==> config.mk <==
export PLATFORM = sky130hd
export DESIGN_NAME = alu_pipe
export DESIGN_NICKNAME = d
export VERILOG_FILES = /design/src/backend_pkg.sv /design/src/alu_pipe.sv
export SDC_FILE = /design/constraint.sdc
export NUM_CORES = 1
export LEC_CHECK = 0
export BUFFER_PORTS_ARGS = -buffer_cell sky130_fd_sc_hd__buf_4
export CORE_MARGIN = 1
export CORE_UTILIZATION = 50
export CTS_CLUSTER_SIZE = 12
export DETAILED_ROUTE_END_ITERATION = 16
export PLACE_DENSITY = 0.69
export SLEW_MARGIN = 20
export SYNTH_ARGS = -nofsm -noshare
export SYNTH_HDL_FRONTEND = slang
export SYNTH_SLANG_ARGS = --single-unit
export TNS_END_PERCENT = 30
==> constraint.sdc <==
create_clock -name clk -period 6 [get_ports clk]
set_clock_uncertainty 0.05 [all_clocks]
set_input_delay 1.2 -clock clk [delete_from_list [all_inputs] [get_ports clk]]
set_output_delay 1.2 -clock clk [all_outputs]
set_load 0.01 [all_outputs]
==> src/backend_pkg.sv <==
package backend_pkg;

    localparam int DATA_W = 32;
    localparam int PREG_W = 6;

    typedef logic [PREG_W-1:0] preg_t;
    typedef logic [DATA_W-1:0] word_t;

    typedef enum logic [3:0] {
        ADD,
        SUB,
        AND,
        OR,
        XOR,
        SLL,
        SRL,
        SLT,   // Signed compare
        ADDI   // Source 0 plus immediate
    } alu_op_e;

    typedef enum logic {
        MUL_LO,
        MUL_HI
    } mdu_op_e;

    typedef enum logic {
        LOAD,
        STORE
    } lsu_op_e;

    typedef struct packed {
        preg_t rs0;
        preg_t rs1;
    } prf_rnums_t;

    typedef struct packed {
        word_t rs0_data;
        word_t rs1_data;
    } prf_rdata_t;

    typedef struct packed {
        logic  wen;
        preg_t rd;
        word_t wdata;
    } wb_info_t;

    typedef struct packed {
        logic        valid;
        alu_op_e     op;
        preg_t       rs0;
        preg_t       rs1;
        preg_t       rd;
        logic [15:0] imm;   // Sign-extended in the ALU
    } alu_issue_t;

    typedef struct packed {
        mdu_op_e op;
        preg_t   rs0;
        preg_t   rs1;
        preg_t   rd;
    } mdu_issue_t;

    typedef struct packed {
        logic        valid;
        lsu_op_e     op;
        preg_t       base;
        preg_t       data;    // Store source
        preg_t       rd;
        logic [15:0] offset;  // Word offset from base
    } lsu_issue_t;

endpackage
==> src/alu_pipe.sv <==
`timescale 1ns/1ps

module alu_pipe (
    input  logic                    clk,
    input  logic                    rst,
    input  backend_pkg::alu_issue_t issue,
    output backend_pkg::prf_rnums_t rnum,
    input  backend_pkg::prf_rdata_t rdata,
    output backend_pkg::wb_info_t   wb
);
    import backend_pkg::*;

    word_t src0;
    word_t src1;
    word_t imm_ext;
    word_t result;

    assign rnum = '{rs0: issue.rs0, rs1: issue.rs1};

    assign src0    = rdata.rs0_data;
    assign src1    = rdata.rs1_data;
    assign imm_ext = {{16{issue.imm[15]}}, issue.imm};

    always_comb begin
        case (issue.op)
            ADD:  result = src0 + src1;
            SUB:  result = src0 - src1;
            AND:  result = src0 & src1;
            OR:   result = src0 | src1;
            XOR:  result = src0 ^ src1;
            SLL:  result = src0 << src1[4:0];
            SRL:  result = src0 >> src1[4:0];
            SLT:  result = {31'b0, $signed(src0) < $signed(src1)};
            ADDI: result = src0 + imm_ext;   // Source 1 unused
            default: result = '0;
        endcase
    end

    // Result visible on the write-back port one cycle after issue
    always_ff @(posedge clk) begin
        wb.rd    <= issue.rd;
        wb.wdata <= result;
        if (rst)
            wb.wen <= 1'b0;
        else
            wb.wen <= issue.valid;
    end

endmodule

== Yosys cells after proc, flatten, opt, wreduce, memory -nomap -nowiden ==
Index checks and enable logic that the tools add are counted.

* $add $sub $neg: 3
* $lt $le $gt $ge: 1
* Eq/ne operators: 8
* Shifts and indexed selects: 2
* Mux-type cells: 1
* Bitwise gates (word level): 3
* Reduce and logical (&&, ||, !) cells: 1

{| class="wikitable"
|+ Operators by type and width
! operator !! number
|-
| case mux 32 bit (9 select lines) || 1
|-
| adder 32 bit || 2
|-
| bitwise AND 32 bit || 1
|-
| < comparator 32 bit || 1
|-
| bitwise OR 32 bit || 1
|-
| left shift 32 x 5 -> 32 bit || 1
|-
| >> shifter 32 x 5 -> 32 bit || 1
|-
| subtractor 32 bit || 1
|-
| bitwise XOR 32 bit || 1
|-
| equality test 4 x 3 -> 1 bit, second input constant || 4
|-
| equality test 4 x 2 -> 1 bit, second input constant || 2
|-
| equality test 4 x 1 -> 1 bit, second input constant || 1
|-
| equality test 4 bit, second input constant || 1
|-
| zero test 4 bit || 1
|}

* Flip-flop bits (word level): 39
* Input bits: 105
* Word-level logic and storage cells: 22

== Logic depth before layout (Yosys ltp) ==
* Word-level depth: 2
* Mapped depth: 17
* Gate-level depth less buffers: 13

== Worst setup path before layout ==
Ideal clock, no wire load.

* Kind: input to register
* Start: input port issue[36] in the netlist's numbering
* End: register wb[30] in the netlist's numbering
* Arrival: 4.608 ns
* Required time: 5.871 ns
* Slack: 1.263 ns
* Stages on the path: 15
* Buffers on the path: 2
* Cell sequence: clkbuf_1 > nor3_1 > nand2_1 > buf_1 > mux2_2 > ha_1 > fa_1 > a21o_1 > a31o_2 > and3_1 > o211ai_1 > a31oi_1 > o21ai_0 > mux2_2 > o211ai_1

* Cells in the longest elaborated chain, start to end: 2
* Elaborated cells between the ends (all ways): 10
* Classes of those cells: eq/ne: 8; mux: 1; reduce/logical: 1

{| class="wikitable"
|+ Ends and longest elaborated chain
! element !! line !! RTL
|-
| from (decl) || alu_pipe.sv:6 || <nowiki>input backend_pkg::alu_issue_t issue,</nowiki>
|-
| equality test 4 bit, or another cell as far along || alu_pipe.sv:25 || <nowiki>case (issue.op)</nowiki>
|-
| case mux 32 bit (9 select lines) (*) || alu_pipe.sv:25 ||
|-
| net result[30] || alu_pipe.sv:16 || <nowiki>word_t result;</nowiki>
|-
| to (decl) || alu_pipe.sv:9 || <nowiki>output backend_pkg::wb_info_t wb</nowiki>
|}

The timed path passes the listed nets; every way through them passes the cells marked *.
A chain may end at the register's enable or synchronous reset.

== Worst setup path in the final report ==
* Start: input port issue[35] in the netlist's numbering
* End: register wb[31] in the netlist's numbering

Same word-level chain as after synthesis.

==> results_dict.tcl <==
set metrics [dict create \
    port_buffers 131 \
    setup.worst_path.end_class "register" \
    drt_first_iter_violations 1256 \
    power.density_nw_per_um2 150.1 \
    placed_area_sq_um 11080 \
    grt.total_usage_pct 40.49 \
    diodes 0 \
    hold_viol 0 \
    post_drt_via_cell_ratio 6.735 \
    fin_crit_sh_pct 79.94 \
    async_flop_share_pct 0 \
    leakage_nw 5.060 \
    die_area_sq_um 20830 \
    cts.sinks 39 \
    rsz0062_at_grt "no" \
    ys_seq_area_share_pct 7.709 \
    setup_tns_ns 0 \
    synthCells 1285 \
    synthTopCellsByArea "ha_1 17%, mux4_2 11%, dfxtp_1 7.7%, nand2_1 4.6%, nor2_1 4.4%" \
    final_common_cell "buf_4" \
    drive_above_1_share_pct 18.99 \
    cts_buffers 5 \
    pre_cts_slack_ns 0.9648 \
    cts_root_buf "clkbuf_16" \
    grt_pass1_wl_microns 61710 \
    synth_fa_ha_area_share_pct 17.20 \
    num_rows 51 \
    use_met2_pct 62.78 \
    post_drt_wl_per_cell_microns 25.65 \
    synth_warnings 0 \
    area_growth_pct 11.14 \
    syn-num-nets 1528 \
    arrival_ns 4.94 \
    gp_congestion 1.024 \
    top_regs "wb: 39 flops" \
    finalSetupViolCount 0 \
    fillCellCount 1932 \
    holdWs_ns 0.9375 \
    synth.avg_cell_area_sq_um 7.881 \
    synth_ff_type "dfxtp_1" \
    fp.coreArea_sq_um 19650 \
    fin_ws_ns 1.204 \
    fmaxAchievable_mhz 208.5 \
    nets 1595 \
    slew_viol_final 0 \
    ys_types 81 \
    mostFrequentLayoutCells "150 x buf_4, 136 x ha_1, 125 x nand2_1" \
    synth_compound_area_share_pct 23.83 \
    status "complete, no violations" \
    largest_reg_flops 39 \
    ant_nets 0 \
    critical_path_class "input pin to register" \
    hp-class "input pin to register" \
    cts_tree "yes" \
    cts.hold.buffers_added 0 \
    grt_max_degree 67 \
    muxShareOfSynthArea_pct 20.93 \
    die_height_microns 144.3 \
    syn-cell-area_sq_um 10130 \
    antenna_found_initial 0 \
    required_ns 6.14 \
    clkTransAtPathRegs_ns 0.07 \
    finalWirelength_microns 41490 \
    start_util_pct 51.53 \
    cts_resized 0 \
    relSlewSlack_pct 27.87 \
    clk_path_buf_depth 2 \
    synth_xor_xnor_area_share_pct 4.411 \
    worst_pin_slew_ns 1.076 \
    grt_most_used_layer "met2" \
    synth_top_area_cell "ha_1" \
    die_x_microns 144.3 \
    ir_drop_mv 0.1122 \
    htreeDepth 2 \
    netlist.area_leader.share_pct 16.80 \
    maxCapViolations 0 \
    drt_pass1_iterations 6 \
    cts_setup_buffers 0 \
    fin_area_sq_um 11260 \
    num_vias 10900 \
    ioPinCount 156 \
    fin_crit_ns 4.796 \
    synth_top_family_by_area "compound AO/OA/AOI/OAI gates" \
    ys_ff_latch 39 \
    synth_edf_count 0 \
    startpoint_type "input pin" \
    top_register "wb" \
    synthSimpleGateAreaFrac_pct 16.95 \
    place_hpwl_microns 32260 \
    grt-ovfl-total 0 \
    grt_pass1_vias 10100 \
    grtUsageMet1_pct 53.22 \
    crit_fanout 20 \
    grt_util_met3_pct 7.020 \
    drc 0 \
]
## layer usage
metal	up-vias	wire, microns
met4	0	2230
li1	4879	-
met2	742	18370
met5	-	0
met3	134	4295
met1	5143	16600
## where the power goes
group,total (mW),switching (mW),internal (mW)
registers,0.303,0.0122,0.290
logic,1.03,0.614,0.419
clock network,0.353,0.154,0.200
## worst paths after layout
path  slack, ns  cells past startpoint     end  startpoint
min        0.94                      1  wb[34]   issue[18]
max        1.20                     15  wb[31]   issue[35]
## synth_stat cells (all sizes together) (9+ instances only)
master / number
nor2: 121
xor2: 14
nor3: 39
a21oi: 85
nand2b: 9
mux2: 22
a221oi: 21
o22ai: 12
mux4: 61
o21bai: 9
nand4: 11
ha: 136
nand3: 25
nand2: 125
clkbuf: 42
mux2i: 44
a22oi: 25
o2111ai: 13
xnor2: 37
o221ai: 12
a31oi: 13
or3: 14
dfxtp: 39
nor2b: 11
o21ai: 80
a21o: 15
o211ai: 16
a211oi: 13
inv: 98
buf: 48
## cell type report
cell class,instances,area (sq um),share of cell area (%)
Clock buffer,5,125.1,1.112
Inverter,99,371.6,3.301
Clock inverter,3,47.55,0.4224
Sequential cell,39,780.7,6.936
Multi-Input combinational cell,1057,8473,75.28
Tap cell,265,331.6,2.946
Timing Repair Buffer,150,1126,10.00
## through the flow
step | util, % | total power, mW | cells
after floorplan | - | 0.9702 | 1285
final | 57.27 | 1.689 | 1618
after CTS | 57.27 | 1.666 | 1618
after detailed placement | 56.39 | 1.308 | 1610
after global routing | 57.27 | 1.770 | 1618
after global placement | 56.39 | 1.306 | 1610
## critical path, cell delays in order
cell       delay [ns]
buf_4            0.14
nor3_2           0.24
buf_4            0.34
nand3_1          0.11
buf_4            0.22
nand2_1          0.08
ha_1             0.30
nand4_1          0.17
nor4_1           0.46
nand4_1          0.19
a2111oi_0        0.77
o32ai_1          0.19
xnor2_1          0.17
a21oi_1          0.23
o211ai_1         0.12
## cell families after synthesis
kind of cell    Yosys count
simple gates            382
compound gates          359
buf+inv                 189
fa+ha+maj               138
mux                     127
xor+xnor                 51
flops                    39
Power figures use the tool's default switching activity.
