**src/backend_pkg.sv**
```systemverilog
package backend_pkg;

    localparam int DATA_W = 32;
    localparam int PREG_W = 6;

    typedef logic [PREG_W-1:0] preg_t;
    typedef logic [DATA_W-1:0] word_t;

    typedef enum logic [3:0] {
        ADD,
        SUB,
        AND,
        OR,
        XOR,
        SLL,
        SRL,
        SLT,   // Signed compare
        ADDI   // Source 0 plus immediate
    } alu_op_e;

    typedef enum logic {
        MUL_LO,
        MUL_HI
    } mdu_op_e;

    typedef enum logic {
        LOAD,
        STORE
    } lsu_op_e;

    typedef struct packed {
        preg_t rs0;
        preg_t rs1;
    } prf_rnums_t;

    typedef struct packed {
        word_t rs0_data;
        word_t rs1_data;
    } prf_rdata_t;

    typedef struct packed {
        logic  wen;
        preg_t rd;
        word_t wdata;
    } wb_info_t;

    typedef struct packed {
        logic        valid;
        alu_op_e     op;
        preg_t       rs0;
        preg_t       rs1;
        preg_t       rd;
        logic [15:0] imm;   // Sign-extended in the ALU
    } alu_issue_t;

    typedef struct packed {
        mdu_op_e op;
        preg_t   rs0;
        preg_t   rs1;
        preg_t   rd;
    } mdu_issue_t;

    typedef struct packed {
        logic        valid;
        lsu_op_e     op;
        preg_t       base;
        preg_t       data;    // Store source
        preg_t       rd;
        logic [15:0] offset;  // Word offset from base
    } lsu_issue_t;

endpackage
```
**src/mdu_unit.sv**
```systemverilog
`timescale 1ns/1ps

module mdu_unit (
    input  logic                    clk,
    input  logic                    rst,
    input  logic                    req,
    input  backend_pkg::mdu_issue_t issue,
    output logic                    ack,
    output backend_pkg::prf_rnums_t rnum,
    input  backend_pkg::prf_rdata_t rdata,
    output backend_pkg::wb_info_t   wb
);
    import backend_pkg::*;

    typedef enum logic [1:0] {
        IDLE,
        BUSY,
        DONE,
        WAIT_DROP
    } state_e;

    state_e      state;
    logic [4:0]  step;
    logic [63:0] acc;
    logic [63:0] mcand;
    word_t       mplier;
    mdu_op_e     op_q;
    preg_t       rd_q;
    logic        accept;

    assign rnum   = '{rs0: issue.rs0, rs1: issue.rs1};
    assign accept = (state == IDLE) && req;   // ack is low in IDLE

    always_ff @(posedge clk) begin
        if (rst) begin
            state <= IDLE;
            step  <= '0;
        end else begin
            case (state)
                IDLE: begin
                    if (req) begin
                        state <= BUSY;
                        step  <= '0;
                    end
                end
                BUSY: begin
                    step <= step + 5'd1;
                    if (step == 5'd31)
                        state <= DONE;
                end
                DONE: state <= req ? WAIT_DROP : IDLE;
                WAIT_DROP: begin
                    if (!req)
                        state <= IDLE;
                end
                default: state <= IDLE;
            endcase
        end
    end

    // Shift-add, one multiplier bit per cycle
    always_ff @(posedge clk) begin
        if (accept) begin
            acc    <= '0;
            mcand  <= {32'b0, rdata.rs0_data};
            mplier <= rdata.rs1_data;
            op_q   <= issue.op;
            rd_q   <= issue.rd;
        end else if (state == BUSY) begin
            acc    <= acc + (mplier[0] ? mcand : 64'b0);
            mcand  <= mcand << 1;
            mplier <= mplier >> 1;
        end
    end

    assign ack = (state == DONE) || (state == WAIT_DROP);

    assign wb = '{
        wen:   state == DONE,
        rd:    rd_q,
        wdata: (op_q == MUL_HI) ? acc[63:32] : acc[31:0]
    };

    a_req_held: assert property (@(posedge clk) disable iff (rst) state == BUSY |-> req)
        else $error("mdu_unit: req dropped during multiply");

endmodule

```
**config.mk**
```make
export PLATFORM = sky130hd
export DESIGN_NAME = mdu_unit
export DESIGN_NICKNAME = d
export VERILOG_FILES = /design/src/backend_pkg.sv /design/src/mdu_unit.sv
export SDC_FILE = /design/constraint.sdc
export NUM_CORES = 1
export LEC_CHECK = 0
export ABC_AREA = 1
export BUFFER_PORTS_ARGS = -buffer_cell sky130_fd_sc_hd__buf_2
export CAP_MARGIN = 30
export CORE_MARGIN = 3
export CORE_UTILIZATION = 40
export CTS_CLUSTER_DIAMETER = 30
export DETAILED_ROUTE_END_ITERATION = 8
export GPL_ROUTABILITY_DRIVEN = 0
export PLACE_DENSITY_LB_ADDON = 0.05
export SLEW_MARGIN = 5
export SYNTH_ARGS = -nofsm -noshare
export SYNTH_HDL_FRONTEND = slang
export SYNTH_SLANG_ARGS = --single-unit
```
**constraint.sdc**
```tcl
create_clock -name clk -period 2.99 [get_ports clk]
set_clock_uncertainty 0.1 [all_clocks]
set_input_delay 0.598 -clock clk [delete_from_list [all_inputs] [get_ports clk]]
set_output_delay 0.598 -clock clk [all_outputs]
set_load 0.01 [all_outputs]
```
# Yosys cells after proc, flatten, opt, wreduce, memory -nomap -nowiden

Index checks and enable logic that the tools add are counted.

Flip-flop bits (word level): 174
Output and inout port bits: 52
Bits of input ports: 86
Word-level logic and storage cells: 37

Multiplexer cells: 13
Add/sub/neg operators: 2
Equality and inequality tests: 7
Reduce and logical (&&, ||, !) cells: 7

Operators by type and width:

| kind                                          | count |
|---|---|
| two-way mux 32 bit                            | 5 |
| adder 64 bit                                  | 1 |
| two-way mux 64 bit                            | 1 |
| one-hot mux 5 bit (2 select lines)            | 1 |
| two-way mux 2 bit                             | 4 |
| one-hot mux 2 bit (4 select lines)            | 1 |
| inequality test 2 bit, second input constant  | 3 |
| adder 5 x 1 -> 5 bit, second input constant   | 1 |
| == test 5 bit, second input constant          | 1 |
| two-way mux 5 bit                             | 1 |
| == test 2 bit, second input constant          | 2 |
| nonzero test 2 bit                            | 2 |
| AND reduction 3 bit                           | 1 |
| == test 2 x 1 -> 1 bit, second input constant | 1 |
| logical NOT 2 bit                             | 1 |
| AND reduction 2 bit                           | 1 |
| logical AND 1 bit                             | 1 |
| logical OR 1 bit                              | 1 |

# Depth between registers and ports, before layout

Depth in word-level cells: 3
Gate-level depth with buffers: 20
Mapped depth without buffers: 18

# Worst setup path after synthesis

Ideal clock, no wire load.

Kind: input port to flip-flop
Start: input req
End: register mcand[0], enable pin
Data arrival time: 2.229 ns
Buffers on the path: 0
Stages on the path: 4
Setup time: 0.419 ns
Setup slack: 0.242 ns
Cells stage by stage: nand2_1 -> inv_2 -> nor2_1 -> inv_1

Longest elaborated chain between the ends: 2

RTL lines:

| item                                | line           | source |
|---|---|---|
| from (decl)                         | mdu_unit.sv:6  | `input logic req,` |
| logical AND 1 bit                   | mdu_unit.sv:32 | `assign accept = (state == IDLE) && req;` |
| nonzero test 2 bit (no source line) | n/a            |  |
| to (signal assigned)                | mdu_unit.sv:65 | `mcand <= {32'b0, rdata.rs0_data};` |
| to (signal assigned)                | mdu_unit.sv:71 | `mcand <= mcand << 1;` |
| to (decl)                           | mdu_unit.sv:25 | `logic [63:0] mcand;` |

No other way between the ends.
A chain may end at the register's enable or synchronous reset.

# Final worst setup path

Start: register mplier[0]
End: register acc[45]

Longest elaborated chain between the ends: 2

RTL lines:

| item                   | line           | source |
|---|---|---|
| from (decl)            | mdu_unit.sv:26 | `word_t mplier;` |
| from (signal assigned) | mdu_unit.sv:66 | `mplier <= rdata.rs1_data;` |
| from (signal assigned) | mdu_unit.sv:72 | `mplier <= mplier >> 1;` |
| two-way mux 64 bit     | mdu_unit.sv:70 | `acc <= acc + (mplier[0] ? mcand : 64'b0);` |
| adder 64 bit           | mdu_unit.sv:70 |  |
| to (signal assigned)   | mdu_unit.sv:70 |  |
| to (decl)              | mdu_unit.sv:24 | `logic [63:0] acc;` |

No other way between the ends.

==> flow_metrics.tcl <==
set metrics [dict create \
    drv_slew 0 \
    synth_flop_cell "dfxtp_1" \
    power_frac_clock_pct 27.6 \
    worstSetupEndpointType "register" \
    core_area_um2 32900 \
    dieArea_um2 36000 \
    grt_use_total_pct 24.6 \
    fin_nets 2492 \
    drtAntennaViolNets 0 \
    die_y_um 190 \
    synth_area_per_cell_um2 6.01 \
    syn-instance-count 2250 \
    cts-root-buf "clkbuf_16" \
    clk_path_buf_depth 2 \
    yosys.area.top_type_share_pct 24.9 \
    clock_latency_ns 0.47 \
    cp_slowest_stage_delay_ns 0.51 \
    switching_power_mw 3.18 \
    ys_warn_count 0 \
    antenna_found_initial 0 \
    crit_fanout 18 \
    relSlewSlack_pct 43.4 \
    drc 0 \
    drive_gt1_share_pct 12.2 \
    rsz0062_at_grt "yes" \
    yosys_register_bits 174 \
    ys_types 32 \
    status "completed" \
    drt-wirelength-per-cell_um 15.8 \
    portBuffers 113 \
    io_pins 138 \
    area_growth_pct 14.1 \
    timing.final.crit_share_pct 96.7 \
    cp_data_required_time_ns 3.24 \
    die-width_um 190 \
    drtIter0Drc 1003 \
    crit_path_cell_trace "buf_12 -> clkbuf_16 -> nand2_1 -> inv_1 -> ha_1 -> nand2_1 -> inv_1 -> nand2_1 -> nand2_1 -> inv_1 -> nand2_1 -> a21oi_1 -> nand2_4 -> nand2_1 -> nand2_1 -> nand2_1 -> nand3_1 -> nand2_1 -> inv_1" \
    viasPerCell 4.71 \
    grt_max_degree 75 \
    syn-cell-area_um2 13500 \
    synth_edf_count 71 \
    ir_drop_uv 428 \
    grt_pass1_wl_um 68900 \
    critPathLaunchType "register" \
    cts_buffers 17 \
    hold-worst-slack_ns 0.215 \
    numClockSinks 174 \
    synth_common_cells "nand2_1, inv_1, nor2_1" \
    synthArstFlopShare_pct 0 \
    switching_share_pct 39.5 \
    combPwrFrac_pct 33.4 \
    ctsHoldBuffers 0 \
    p_leak_nw 9.08 \
    internal-power_mw 4.86 \
    cts_tree "done" \
    cpMaxStageDelayCell "edfxtp_1" \
    grt_overflow_total 0 \
    worstSetupPathType "register to register" \
    hold_viol_final 0 \
    hold_path.class "primary input to register" \
    synthTopCellsByArea "nand2_1, edfxtp_1, dfxtp_1" \
    synth.largest_area_cell "nand2_1" \
    fin_setup_tns_ns 0 \
    wirelength_um 44200 \
    start_util_pct 41.0 \
    cts_max_level 4 \
    path_clk_slew_ns 0.07 \
    fmax_mhz 346 \
    crit_family "simple AND/OR/NAND/NOR gates" \
    drv_cap 0 \
    vias 13200 \
    synth_most_common_cell "nand2_1" \
    period_minus_slack_ns 2.89 \
    crit_top_cell "nand2_1" \
    worst_slew_pin_slew_ns 0.849 \
    finalSetupViolations 0 \
    cp.arrival_ns 3.14 \
    syn-num-nets 2402 \
    num_rows 66 \
    hpwl_um 35000 \
    first_pass_iters 6 \
    yosysSeqAreaShare_pct 31.0 \
    worst-path-buf-inv 6 \
    p_per_area_nw_per_um2 522 \
    grt_pass1_vias 12500 \
    pwr-share-seq_pct 39.0 \
]
## registers in the layout, summed over array words and instances (netlist names)
signal,count
state,2
step,5
mcand,64
acc,64
mplier,32
rd_q,6
op_q,1
## area by class of cell
| class | instances | area [µm²] |
|---|---|---|
| fill | 3520 | 17500 |
| inverter | 486 | 1830 |
| clock inverter | 15 | 126 |
| timing repair buffer | 141 | 868 |
| clock buffer | 17 | 425 |
| antenna | 1 | 2.50 |
| sequential | 174 | 4190 |
| multi-input combinational | 1520 | 7420 |
| tap | 442 | 553 |
## cells in the final DEF, fill, tap and decap left out, types with 6 or more instances in the layout
| cell | n |
|---|---|
| a21oi_1 | 57 |
| buf_12 | 6 |
| buf_2 | 113 |
| buf_4 | 21 |
| clkbuf_16 | 18 |
| dfxtp_1 | 103 |
| edfxtp_1 | 71 |
| ha_1 | 58 |
| inv_1 | 481 |
| mux2_2 | 14 |
| nand2_1 | 878 |
| nand2_2 | 30 |
| nand3_1 | 67 |
| nand3_2 | 13 |
| nand4_1 | 11 |
| nor2_1 | 169 |
| nor2_2 | 22 |
| nor3_1 | 8 |
| nor3_2 | 7 |
| o211ai_1 | 20 |
| o21ai_0 | 99 |
| o21bai_1 | 9 |
| xor2_1 | 24 |
## path summary, 6_finish.rpt
check	slack, ns	end	start	depth (start not counted)
min reg2reg	0.37	step[4]$_SDFFE_PP0P_	step[4]$_SDFFE_PP0P_	2
min	0.22	op_q$_DFFE_PP_	issue[18]	1
max reg2reg	0.1	acc[45]$_SDFFE_PP0P_	mplier[0]$_DFFE_PP_	19
max	0.1	acc[45]$_SDFFE_PP0P_	mplier[0]$_DFFE_PP_	19
## metal layers
layer	part of all wire, %	GRT usage [%]	wire (µm)
met5	0	0	0
met4	1.6	5.46	709
met3	5.6	4.00	2500
met2	43	38.8	19100
met1	50	35.5	21900
## through the flow
stage	power, mW	worst slack, ns	util [%]	instance area (µm²)	std cells
2_1_floorplan	4.83	0.242	-	13500	2250
3_5_place_dp	5.74	0.106	44.2	14600	2759
5_1_grt	8.54	-0.0982	46.8	15400	2795
3_3_place_gp	5.73	0.161	44.2	14600	2759
6_report	8.04	0.100	46.8	15400	2796
4_1_cts	7.98	0.103	45.9	15100	2791
## timing repair
action / 4_1_cts / 5_1_grt
endpoints found under the setup margin: 0 / 16
buffers inserted: 0 / 3
gates resized for setup: 0 / 61
## power groups by stage
stage | Sequential [mW] | Clock (mW) | Combinational [mW]
2_1_floorplan | 3.02 | 0 | 1.81
3_3_place_gp | 3.18 | 0 | 2.55
3_5_place_dp | 3.18 | 0 | 2.56
4_1_cts | 3.13 | 2.27 | 2.57
5_1_grt | 3.17 | 2.36 | 3.02
6_report | 3.13 | 2.22 | 2.69
## logic make-up after synthesis
logic type | share of synthesized area (%)
adders and majority gates | 6.17
xor gates and xnor gates | 1.88
AOI/OAI and AO/OA | 7.73
and+or+nand+nor | 36.2
DFF | 31.0
buffers and inverters | 15.8
muxes | 1.17
Note: power is estimated with default switching activity, not from simulation.
